### src/pipeline_pkg.sv
package pipeline_pkg;

  parameter int DATA_WIDTH        = 32;
  parameter int ADDR_WIDTH        = 32;
  parameter int REG_IDX_WIDTH     = 5;
  parameter int MEM_WORDS_DEFAULT = 256; // data memory depth in words

  typedef logic [DATA_WIDTH-1:0]    data_t;
  typedef logic [ADDR_WIDTH-1:0]    addr_t;
  typedef logic [REG_IDX_WIDTH-1:0] reg_idx_t; // x0 is hardwired to zero

  typedef enum logic [3:0] {
    ALU_ADD  = 4'd0,
    ALU_SUB  = 4'd1,
    ALU_AND  = 4'd2,
    ALU_OR   = 4'd3,
    ALU_XOR  = 4'd4,
    ALU_SLT  = 4'd5,
    ALU_SLTU = 4'd6,
    ALU_SLL  = 4'd7,
    ALU_SRL  = 4'd8,
    ALU_SRA  = 4'd9
  } alu_control_t;

  typedef enum logic {
    ALU_SRC_B_RD2     = 1'b0,
    ALU_SRC_B_IMM_EXT = 1'b1
  } alu_src_b_t;

  typedef enum logic [1:0] {
    RESULT_SRC_ALU       = 2'd0,
    RESULT_SRC_MEM       = 2'd1, // marks a load
    RESULT_SRC_PC_PLUS_4 = 2'd2
  } result_src_t;

  // shared by both operands
  typedef enum logic [1:0] {
    FORWARD_EXECUTE_RD        = 2'd0,
    FORWARD_WRITE_BACK_RESULT = 2'd1,
    FORWARD_MEMORY_ALU_RESULT = 2'd2
  } forward_t;

endpackage

### src/hazard_unit.sv
`timescale 1ns/10ps

module hazard_unit
  ( input  logic                   clk
  , input  logic                   reset
  , input  pipeline_pkg::reg_idx_t issue_rs1
  , input  pipeline_pkg::reg_idx_t issue_rs2
  , input  logic                   issue_uses_rs2
  , input  pipeline_pkg::reg_idx_t ex_rs1
  , input  pipeline_pkg::reg_idx_t ex_rs2
  , input  pipeline_pkg::reg_idx_t ex_rd
  , input  logic                   ex_is_load
  , input  pipeline_pkg::reg_idx_t mem_rd
  , input  logic                   mem_reg_write
  , input  pipeline_pkg::reg_idx_t wb_rd
  , input  logic                   wb_reg_write
  , output pipeline_pkg::forward_t forward_a
  , output pipeline_pkg::forward_t forward_b
  , output logic                   stall
  );

  logic mem_live;
  logic wb_live;

  assign mem_live = mem_reg_write && (mem_rd != '0);
  assign wb_live  = wb_reg_write && (wb_rd != '0);

  // the newer op in ex/mem beats the one in mem/wb
  assign forward_a = (mem_live && mem_rd == ex_rs1) ? pipeline_pkg::FORWARD_MEMORY_ALU_RESULT
                   : (wb_live && wb_rd == ex_rs1)   ? pipeline_pkg::FORWARD_WRITE_BACK_RESULT
                   :                                  pipeline_pkg::FORWARD_EXECUTE_RD;

  assign forward_b = (mem_live && mem_rd == ex_rs2) ? pipeline_pkg::FORWARD_MEMORY_ALU_RESULT
                   : (wb_live && wb_rd == ex_rs2)   ? pipeline_pkg::FORWARD_WRITE_BACK_RESULT
                   :                                  pipeline_pkg::FORWARD_EXECUTE_RD;

  // load data only exists from mem/wb on, so a direct consumer waits one cycle
  assign stall = ex_is_load && (ex_rd == issue_rs1 || (issue_uses_rs2 && ex_rd == issue_rs2));

  stall_one_cycle: assert property (@(posedge clk) disable iff (reset) stall |=> !stall);

endmodule

### config.mk
export PLATFORM = sky130hd
export DESIGN_NAME = hazard_unit
export DESIGN_NICKNAME = d
export VERILOG_FILES = /design/src/pipeline_pkg.sv /design/src/hazard_unit.sv
export SDC_FILE = /design/constraint.sdc
export NUM_CORES = 1
export LEC_CHECK = 0
export BUFFER_PORTS_ARGS = -buffer_cell sky130_fd_sc_hd__buf_2
export CAP_MARGIN = 30
export CORE_AREA = 8 8 45 47
export DETAILED_ROUTE_END_ITERATION = 6
export DIE_AREA = 0 0 53 55
export GPL_TIMING_DRIVEN = 0
export PLACE_DENSITY = 0.72
export SLEW_MARGIN = 10
export SYNTH_ARGS = -nofsm -noshare
export SYNTH_HDL_FRONTEND = slang
export SYNTH_SLANG_ARGS = --single-unit
### constraint.sdc
create_clock -name vclk -period 1.4
set_input_delay 0.14 -clock vclk [all_inputs]
set_output_delay 0.14 -clock vclk [all_outputs]
set_load 0.02 [all_outputs]
==> results by group <==
Floorplanning
  • I/O pin count: 46
  • Initial Util: about 28%
  • Die width: 53 um
  • Core footprint: 1384 um^2
  • Die height: 55 um
  • Placement Rows: 14
  • Die area: just under 3000 um^2

Cells and area
  • Layout Cells excl Fill: 110
  • Layout cells sized above 1: a little under three fifths
  • FFs & Latches: 0
  • Layout area overhead: 89.61%
  • Nets: 137
  • Clock buffers: 0
  • ANT cells: 0
  • Sequential cell area: 0 um^2
  • Filler instances: 130
  • Multi-input logic area: 459.2 um^2

Critical path
  • Crit Path Category: in2out
  • Slowest-stage cell, CP: or4_4
  • Worst stage delay on the critical path: between 0.5 and 0.6 ns
  • CP max FO: 2
  • Arr. time, crit path: between 1 and 1.5 ns
  • Worst path cell trace: buf_8 -> or4_4 -> o21ai_4 -> nor4_4 -> nor4_4 -> buf_4
  • Crit path top cell by count: nor4_4
  • Crit end category: primary output
  • CP top delay family: simple AND/OR/NAND/NOR gates
  • CP bufs+invs: 2
  • Setup crit start kind: input pin
  • Worst Path Required: approximately 1.3 ns

GRT
  • Largest net degree at the start of global routing: 4
  • Antenna violations before repair: 0
  • GRT Util Overall: 9.319%
  • Vias in the first global route: 564
  • GR Overflow Total: 0
  • Global-route wire length before repair: 2.173 mm

Routing
  • Post-DR wirelength/cell: 13.36 um
  • Post-route ant nets: 0
  • Via density per instance: between 4 and 5
  • Iteration-0 DRC Markers: 2
  • Drt total wl: 1.470 mm
  • DRC: 0
  • DR vias: 520
  • TritonRoute pass-1 iters: 2

STA
  • Fmax: between 600 and 700 MHz
  • RSZ-0062 raised after global routing: yes
  • Max-slew violations: 0
  • Fin worst setup slack: -0.08934 ns
  • Worst Tran Pin Value: approximately 0.29 ns
  • Slew margin rel.: roughly four fifths
  • Finish-stage setup viols: 2
  • WHS: approximately 0.65 ns
  • Final cycle utilization of the critical path: 106.4%
  • Final Hold Fails: 0
  • Tmin final: about 1.5 ns

Status
  • Violated checks: negative setup slack
  • Status: complete, but fails checks

Clock network
  • CTS Hold Buffers Added: 0

Yosys
  • Post-synth top area cell: xnor2_1
  • Syn Inst Count: 49
  • Post-Syn Area: between 300 and 400 um^2
  • Unique masters post-synth: 11
  • Post-synthesis sequential area ratio: 0%
  • Syn_area_per_cell: 7.865 um^2
  • Synthesis warning total: 0
  • Net count after synthesis: 90
  • Synth area leaders: xnor2_1 (50%), xor2_1 (18%), nor4_2 (6.5%), nand3_1 (5.2%), nand4_1 (4.9%)
  • Synth top area share: between 50% and 60%

Min path
  • Hold Path Class: in2out

Pwr
  • Worst vdd ir: around 110 uV
  • Power per Cell Area: between 200 and 300 nW/um^2
  • Leakage power: a little over 0.0003 uW

Placed design
  • Detailed placer's ending HPWL: 1.347 mm
  • GPL Wtd Cong: 0.9393
  • Port Buffers: 44
  • Placed Cells: 109

Flow run
  • Max_cap viols: 0
==> stage by stage <==
step	total power (uW)	setup TNS [ns]	worst slack [ns]	utilization (%)	area (um^2)
after CTS	215.2	-0.2296	-0.1162	52.08	720.7
after detailed placement	193.0	-0.4423	-0.2222	47.38	655.6
after global placement	188.1	-0.4288	-0.2193	47.38	655.6
after global routing	232.5	-0.3452	-0.1611	52.80	730.7
after floorplan	98.04	-0.09778	-0.04889	-	415.4
final	216.2	-0.1728	-0.08934	52.80	730.7
==> cell type report <==
cell class / count / area share (%)
tap: 16 / 2.740
multi-input combinational: 49 / 62.84
timing repair buffer: 45 / 34.42
==> worst min-delay path, cell delays in order <==
cell and delay [ns]:
buf_2 0.09, nand3_1 0.05, o21ai_0 0.07, buf_2 0.16
==> worst paths after layout <==
check / startpoint / endpoint / slack [ns] / depth (start not counted)
worst max-delay path: mem_rd[3] / forward_a[0] / -0.09 / 6
worst min-delay path: ex_is_load / stall / 0.65 / 4
==> cells in the mapped netlist <==
cell,instances
nor4_2,2
nor2_1,1
o21ai_0,1
o21ai_2,1
nor4_1,3
or4_1,2
nand4_1,3
nand2_1,2
xor2_1,8
xnor2_1,22
nand3_1,4
==> kinds of logic (layout without fill, tap and decap cells) <==
logic type,after synthesis,after routing,share of synthesized area [%]
simple gates,17,17,28.25
xor+xnor,30,30,68.18
compound gates,2,2,3.571
buf+inv,0,45,0
==> routing by layer <==
layer / wire (um) / global-route usage (%)
met5: 0 / 0
met4: 28 / 2.155
met3: 156 / 2.139
met2: 775 / 19.92
met1: 510 / 8.446
==> cells in the final DEF (no fill, tap or decap) <==
cell type	count
buf_2	39
xnor2_1	21
xor2_1	8
nor4_4	4
buf_4	4
nand3_1	3
nand4_1	3
nand2_1	2
or4_4	1
o21ai_4	1
or4_1	1
nor2_2	1
xnor2_2	1
nand3_2	1
nor4_1	1
o21ai_0	1
buf_8	1
buf_6	1
==> repair_timing <==
action                                  CTS  global route
pin swaps                                 6             1
endpoints found under the setup margin    2             4
buffers inserted                          1             0
resized for setup                        13             2
==> report_power, final <==
part,internal [uW],switching [uW],total [uW]
registers,0,0,0
clock network,0,0,0
logic,114,102,216
No activity file was read; power rests on OpenSTA's default activity.
