==> src/pipeline_pkg.sv <==
package pipeline_pkg;

  parameter int DATA_WIDTH        = 32;
  parameter int ADDR_WIDTH        = 32;
  parameter int REG_IDX_WIDTH     = 5;
  parameter int MEM_WORDS_DEFAULT = 256; // data memory depth in words

  typedef logic [DATA_WIDTH-1:0]    data_t;
  typedef logic [ADDR_WIDTH-1:0]    addr_t;
  typedef logic [REG_IDX_WIDTH-1:0] reg_idx_t; // x0 is hardwired to zero

  typedef enum logic [3:0] {
    ALU_ADD  = 4'd0,
    ALU_SUB  = 4'd1,
    ALU_AND  = 4'd2,
    ALU_OR   = 4'd3,
    ALU_XOR  = 4'd4,
    ALU_SLT  = 4'd5,
    ALU_SLTU = 4'd6,
    ALU_SLL  = 4'd7,
    ALU_SRL  = 4'd8,
    ALU_SRA  = 4'd9
  } alu_control_t;

  typedef enum logic {
    ALU_SRC_B_RD2     = 1'b0,
    ALU_SRC_B_IMM_EXT = 1'b1
  } alu_src_b_t;

  typedef enum logic [1:0] {
    RESULT_SRC_ALU       = 2'd0,
    RESULT_SRC_MEM       = 2'd1, // marks a load
    RESULT_SRC_PC_PLUS_4 = 2'd2
  } result_src_t;

  // shared by both operands
  typedef enum logic [1:0] {
    FORWARD_EXECUTE_RD        = 2'd0,
    FORWARD_WRITE_BACK_RESULT = 2'd1,
    FORWARD_MEMORY_ALU_RESULT = 2'd2
  } forward_t;

endpackage

==> src/issue_stage.sv <==
`timescale 1ns/10ps

module issue_stage
  ( input  logic                       clk
  , input  logic                       reset
  , input  logic                       op_valid
  , input  logic                       stall
  , input  pipeline_pkg::reg_idx_t     rs1
  , input  pipeline_pkg::reg_idx_t     rs2
  , input  pipeline_pkg::reg_idx_t     rd
  , input  pipeline_pkg::data_t        imm_ext
  , input  pipeline_pkg::addr_t        pc_cur
  , input  pipeline_pkg::alu_control_t alu_control
  , input  pipeline_pkg::alu_src_b_t   alu_src_b
  , input  pipeline_pkg::result_src_t  result_src
  , input  logic                       reg_write
  , input  logic                       mem_write
  , input  logic                       branch
  , input  logic                       jump
  , input  logic                       wb_reg_write
  , input  pipeline_pkg::reg_idx_t     wb_rd
  , input  pipeline_pkg::data_t        wb_data
  , output logic                       issue_uses_rs2
  , output pipeline_pkg::reg_idx_t     ex_rs1
  , output pipeline_pkg::reg_idx_t     ex_rs2
  , output pipeline_pkg::reg_idx_t     ex_rd
  , output pipeline_pkg::data_t        ex_rd1
  , output pipeline_pkg::data_t        ex_rd2
  , output pipeline_pkg::data_t        ex_imm_ext
  , output pipeline_pkg::addr_t        ex_pc_cur
  , output pipeline_pkg::addr_t        ex_pc_plus_4
  , output pipeline_pkg::alu_control_t ex_alu_control
  , output pipeline_pkg::alu_src_b_t   ex_alu_src_b
  , output pipeline_pkg::result_src_t  ex_result_src
  , output logic                       ex_reg_write
  , output logic                       ex_mem_write
  , output logic                       ex_branch
  , output logic                       ex_jump
  , output logic                       ex_is_load
  );

  pipeline_pkg::data_t regs [1:31]; // x0 has no storage
  pipeline_pkg::data_t rd1_read;
  pipeline_pkg::data_t rd2_read;
  logic                accept;
  logic                writes_rd;

  assign accept         = op_valid && !stall;
  assign writes_rd      = reg_write && (rd != '0); // writes to x0 are dropped here
  assign issue_uses_rs2 = (alu_src_b == pipeline_pkg::ALU_SRC_B_RD2) || mem_write;

  always_ff @(posedge clk) begin
    if (reset) begin
      for (int i = 1; i < 32; i++) regs[i] <= '0;
    end else if (wb_reg_write && wb_rd != '0) begin
      regs[wb_rd] <= wb_data;
    end
  end

  // write-first read lets the issuing op see a same-cycle write-back
  always_comb begin
    if (rs1 == '0)                          rd1_read = '0;
    else if (wb_reg_write && wb_rd == rs1)  rd1_read = wb_data;
    else                                    rd1_read = regs[rs1];
    if (rs2 == '0)                          rd2_read = '0;
    else if (wb_reg_write && wb_rd == rs2)  rd2_read = wb_data;
    else                                    rd2_read = regs[rs2];
  end

  always_ff @(posedge clk) begin
    if (reset) begin
      ex_rs1       <= '0;
      ex_rs2       <= '0;
      ex_rd        <= '0;
      ex_reg_write <= 1'b0;
      ex_mem_write <= 1'b0;
      ex_branch    <= 1'b0;
      ex_jump      <= 1'b0;
      ex_is_load   <= 1'b0;
    end else if (accept) begin
      ex_rs1       <= rs1;
      ex_rs2       <= rs2;
      ex_rd        <= rd;
      ex_reg_write <= writes_rd;
      ex_mem_write <= mem_write;
      ex_branch    <= branch;
      ex_jump      <= jump;
      ex_is_load   <= writes_rd && (result_src == pipeline_pkg::RESULT_SRC_MEM);
    end else begin // bubble
      ex_reg_write <= 1'b0;
      ex_mem_write <= 1'b0;
      ex_branch    <= 1'b0;
      ex_jump      <= 1'b0;
      ex_is_load   <= 1'b0;
    end
  end

  always_ff @(posedge clk) begin
    if (accept) begin
      ex_rd1         <= rd1_read;
      ex_rd2         <= rd2_read;
      ex_imm_ext     <= imm_ext;
      ex_pc_cur      <= pc_cur;
      ex_pc_plus_4   <= pc_cur + pipeline_pkg::addr_t'(4);
      ex_alu_control <= alu_control;
      ex_alu_src_b   <= alu_src_b;
      ex_result_src  <= result_src;
    end
  end

endmodule

==> config.mk <==
export PLATFORM = sky130hd
export DESIGN_NAME = issue_stage
export DESIGN_NICKNAME = d
export VERILOG_FILES = /design/src/pipeline_pkg.sv /design/src/issue_stage.sv
export SDC_FILE = /design/constraint.sdc
export NUM_CORES = 2
export LEC_CHECK = 0
export BUFFER_PORTS_ARGS = -buffer_cell sky130_fd_sc_hd__buf_2
export CORE_AREA = 2 2 396 398
export CTS_CLUSTER_DIAMETER = 30
export DETAILED_ROUTE_END_ITERATION = 12
export DIE_AREA = 0 0 398 400
export PLACE_DENSITY = 0.66
export SYNTH_ARGS = -nofsm -noshare
export SYNTH_HDL_FRONTEND = slang
export SYNTH_SLANG_ARGS = --single-unit
==> constraint.sdc <==
create_clock -name clk -period 19.6 [get_ports clk]
set_input_delay 1.96 -clock clk [delete_from_list [all_inputs] [get_ports clk]]
set_output_delay 1.96 -clock clk [all_outputs]
set_load 0.05 [all_outputs]
==> impl_metrics.py <==
metrics = {
    "critical_path": {
        "worst_path_dominant_cell_family": "simple AND/OR/NAND/NOR gates",
        "highest_cell_delay_on_the_worst_timing_path_ns": 1.10,
        "critical_path_buf_inv_count": 1,
        "category_of_the_worst_setup_path_launch_point": "input port",
        "worstPathMaxFanout": 50,
        "data_arrival_time_of_the_critical_path_ns": 5.62,
        "timing.critical_path.required_ns": 20.20,
        "timing.critical_path.slowest_stage_cell": "sky130_fd_sc_hd__nand2_2",
        "crit_chain": "buf_8 > xor2_1 > nor4_1 > nand3_1 > nand2_2 > a211oi_1 > a221o_1",
        "timing.setup.critical_path_class": "in2reg",
        "crit_path_end_kind": "flip-flop",
    },
    "grt": {
        "met3_usage_pct": 6.62,
        "overflow": 0,
        "grt_first_pass_wirelength_um": 294000,
        "groute.usage.overall_pct": 26.1,
        "grt-busiest-layer": "met2",
        "grt_use_met2_pct": 41.6,
        "grt.met1_usage_pct": 32.9,
        "grt_antenna_before_repair": 28,
        "grt_max_degree": 104,
        "vias_in_the_first_global_route": 39800,
    },
    "job": {
        "cap_violations": 1,
    },
    "floorplan": {
        "placement_rows": 145,
        "io_pins": 320,
        "fp.coreArea_um2": 155000,
        "initial_core_util_pct": 39.7,
        "die_area_um2": 159000,
        "die_outline_height_um": 400,
        "chipWidth_um": 398,
    },
    "sta": {
        "fmax_mhz": 199,
        "tightestPinTransition_ns": 1.46,
        "final.min_clock_period_ns": 5.02,
        "clock-skew-final_ns": 0.0500,
        "final_max_slew_violation_count": 0,
        "worst_slew_slack_as_a_fraction_of_its_limit_pct": 1.79,
        "finalHoldViolCount": 0,
        "grt_setup_unrepaired": "false",
        "totalNegativeSetupSlack_ns": 0,
        "setup_violations": 0,
        "min_period_over_period_pct": 25.6,
        "holdWs_ns": 0.451,
    },
    "placed_design": {
        "port-buffer-count": 319,
        "dp_hpwl_um": 117000,
        "cell_total_after_placement": 6139,
        "dpl-instance-area_um2": 65100,
        "place_congestion": 0.863,
    },
    "power_and_ir_drop": {
        "power_density_nw_per_um2": 108,
        "design_power_total_w": 0.00790,
        "ir_drop_v": 0.0000960,
        "power_leakage_nw": 25.9,
    },
    "yosys": {
        "synth-edff-count": 1189,
        "ys.flop_type": "sky130_fd_sc_hd__edfxtp_1",
        "synth.avg_cell_area_um2": 15.3,
        "mappedNetlistArea_um2": 61600,
        "yosys.cell_types.count": 62,
        "yosysWarnings": 0,
        "yosys-top-cells-area": "sky130_fd_sc_hd__edfxtp_1 (58%), sky130_fd_sc_hd__mux4_2 (18%), sky130_fd_sc_hd__and2_1 (10%)",
        "synth_seq_area_share_pct": 58.6,
        "synth.top_cell.area_share_pct": 57.9,
        "postSynth.asyncResetShare_pct": 0,
        "postSynthCellCount": 4034,
        "synth_seq_cells": 1209,
        "synth_area_leader_cell": "sky130_fd_sc_hd__edfxtp_1",
    },
    "clock_tree": {
        "cts_hold_buf": 0,
        "cts.repair.resized": 0,
        "clock_insertion_delay_worst_skew_ns": 0.86,
        "clk_pin_slew_ns": 0.05,
        "tritoncts": "yes",
        "clk_path_buf_depth": 3,
        "cts_setup_buffers": 0,
        "numCtsBuffers": 230,
        "cts-root-buf": "sky130_fd_sc_hd__clkbuf_16",
        "cts-htree-levels": 4,
        "clock_sink_count": 1209,
    },
    "route": {
        "drt-pass1-iter-count": 6,
        "route.detailed.wl_per_inst_um": 31.7,
        "drt_wl_total_um": 209000,
        "detail-route-antenna-nets": 0,
        "num_vias": 40100,
        "drc": 0,
        "drtIter0Drc": 5177,
        "routed_via_density": 6.09,
    },
    "final_layout": {
        "final_net_count": 4446,
        "finish.instance_area_um2": 73200,
        "areaGrowthSynthToFinish_pct": 18.8,
        "drive_above_1_share_pct": 30.6,
        "final-instance-count-excl-fill": 6589,
    },
    "outcome": {
        "failing_checks": "capacitance limit",
        "result_of_the_run": "finished with violations",
    },
    "min_path": {
        "worst_hold_path_type": "reg2reg",
    },
}
==> per-layer routing <==
layer | share of wire (%) | wire, um
met1 | 36 | 74900
met3 | 12 | 25100
met4 | 5.4 | 11400
met2 | 47 | 97300
met5 | 0.052 | 108
==> flip-flops by register name, summed over array words and instances (netlist names) <==
register and cells:
ex_pc_cur 32, ex_rd2 32, ex_branch 1, ex_reg_write 1
ex_result_src 2, ex_pc_plus_4 30, ex_imm_ext 32, regs 1024
ex_rd1 32, ex_rd 5, ex_mem_write 1, ex_rs1 5
ex_is_load 1, ex_jump 1, ex_alu_control 4, ex_alu_src_b 1
ex_rs2 5
==> worst reg2reg max path: stages, from the launching register on <==
cell and delay (ns):
sky130_fd_sc_hd__edfxtp_1 0.41, sky130_fd_sc_hd__mux4_2 0.48, sky130_fd_sc_hd__nor2b_1 0.14, sky130_fd_sc_hd__a211oi_1 0.47
sky130_fd_sc_hd__a211oi_1 0.27, sky130_fd_sc_hd__a221o_1 0.36
==> path summary, 6_finish.rpt <==
kind	startpoint	to	slack [ns]	cells past startpoint
max	rs2[0]	ex_rd2[10]	14.58	7
min	ex_rd[1]	ex_rd[1]	0.45	2
max reg2reg	regs[13][1]	ex_rd2[1]	17.23	5
min reg2reg	ex_rd[1]	ex_rd[1]	0.45	2
==> power breakdown <==
group / switching (W) / leakage (nW) / internal (W)
Clock: 0.00143 / 3.86 / 0.00263
Sequential: 0.0000758 / 11.5 / 0.00300
Combinational: 0.000485 / 10.6 / 0.000281
==> final cells by class <==
type	count	area, um^2
Antenna cell	13	32.5
Fill cell	13100	81900
Clock inverter	181	2150
Sequential cell	1209	36100
Inverter	7	36.3
Timing Repair Buffer	423	2480
Tap cell	2058	2570
Clock buffer	256	5900
Multi-Input combinational cell	2442	23900
==> cells by family (layout without fill, tap and decap cells) <==
kind of cell	after synthesis	after routing	synth area share, %
simple gates	1354	1354	12.9
buf+inv	414	867	3.21
xor+xnor	38	38	0.540
compound gates	351	351	3.95
fa+ha+maj	1	1	0.0203
flops	1209	1209	58.6
mux	666	666	20.8
other cells	1	45	0.00608
==> metrics by stage <==
stage                     util (%)  worst slack [ns]
after detailed placement      42.0             13.74
after global placement        42.0             13.78
after global routing          47.2             14.39
after CTS                     47.2             14.63
final                         47.2             14.58
after floorplan                  -             11.96
==> layout by cell type (no fill, tap or decap), types with 60 or more instances in the layout <==
master / count
sky130_fd_sc_hd__mux4_2: 488
sky130_fd_sc_hd__edfxtp_1: 1189
sky130_fd_sc_hd__a21oi_1: 62
sky130_fd_sc_hd__o21ai_0: 60
sky130_fd_sc_hd__and2_1: 996
sky130_fd_sc_hd__clkbuf_16: 232
sky130_fd_sc_hd__buf_4: 103
sky130_fd_sc_hd__buf_2: 311
sky130_fd_sc_hd__nand2_1: 103
sky130_fd_sc_hd__mux2i_1: 173
==> cell usage after synthesis (31+ instances only) <==
cell and count:
sky130_fd_sc_hd__a211oi_1 55, sky130_fd_sc_hd__a21oi_1 62, sky130_fd_sc_hd__a221oi_1 51, sky130_fd_sc_hd__and2_1 996, sky130_fd_sc_hd__buf_2 60, sky130_fd_sc_hd__buf_6 31, sky130_fd_sc_hd__clkbuf_1 272, sky130_fd_sc_hd__edfxtp_1 1189
sky130_fd_sc_hd__mux2i_1 173, sky130_fd_sc_hd__mux4_2 488, sky130_fd_sc_hd__nand2_1 104, sky130_fd_sc_hd__nor2_1 91, sky130_fd_sc_hd__nor2b_1 40, sky130_fd_sc_hd__o21ai_0 60, sky130_fd_sc_hd__or2_2 32
Note: power is estimated with default switching activity, not from simulation.
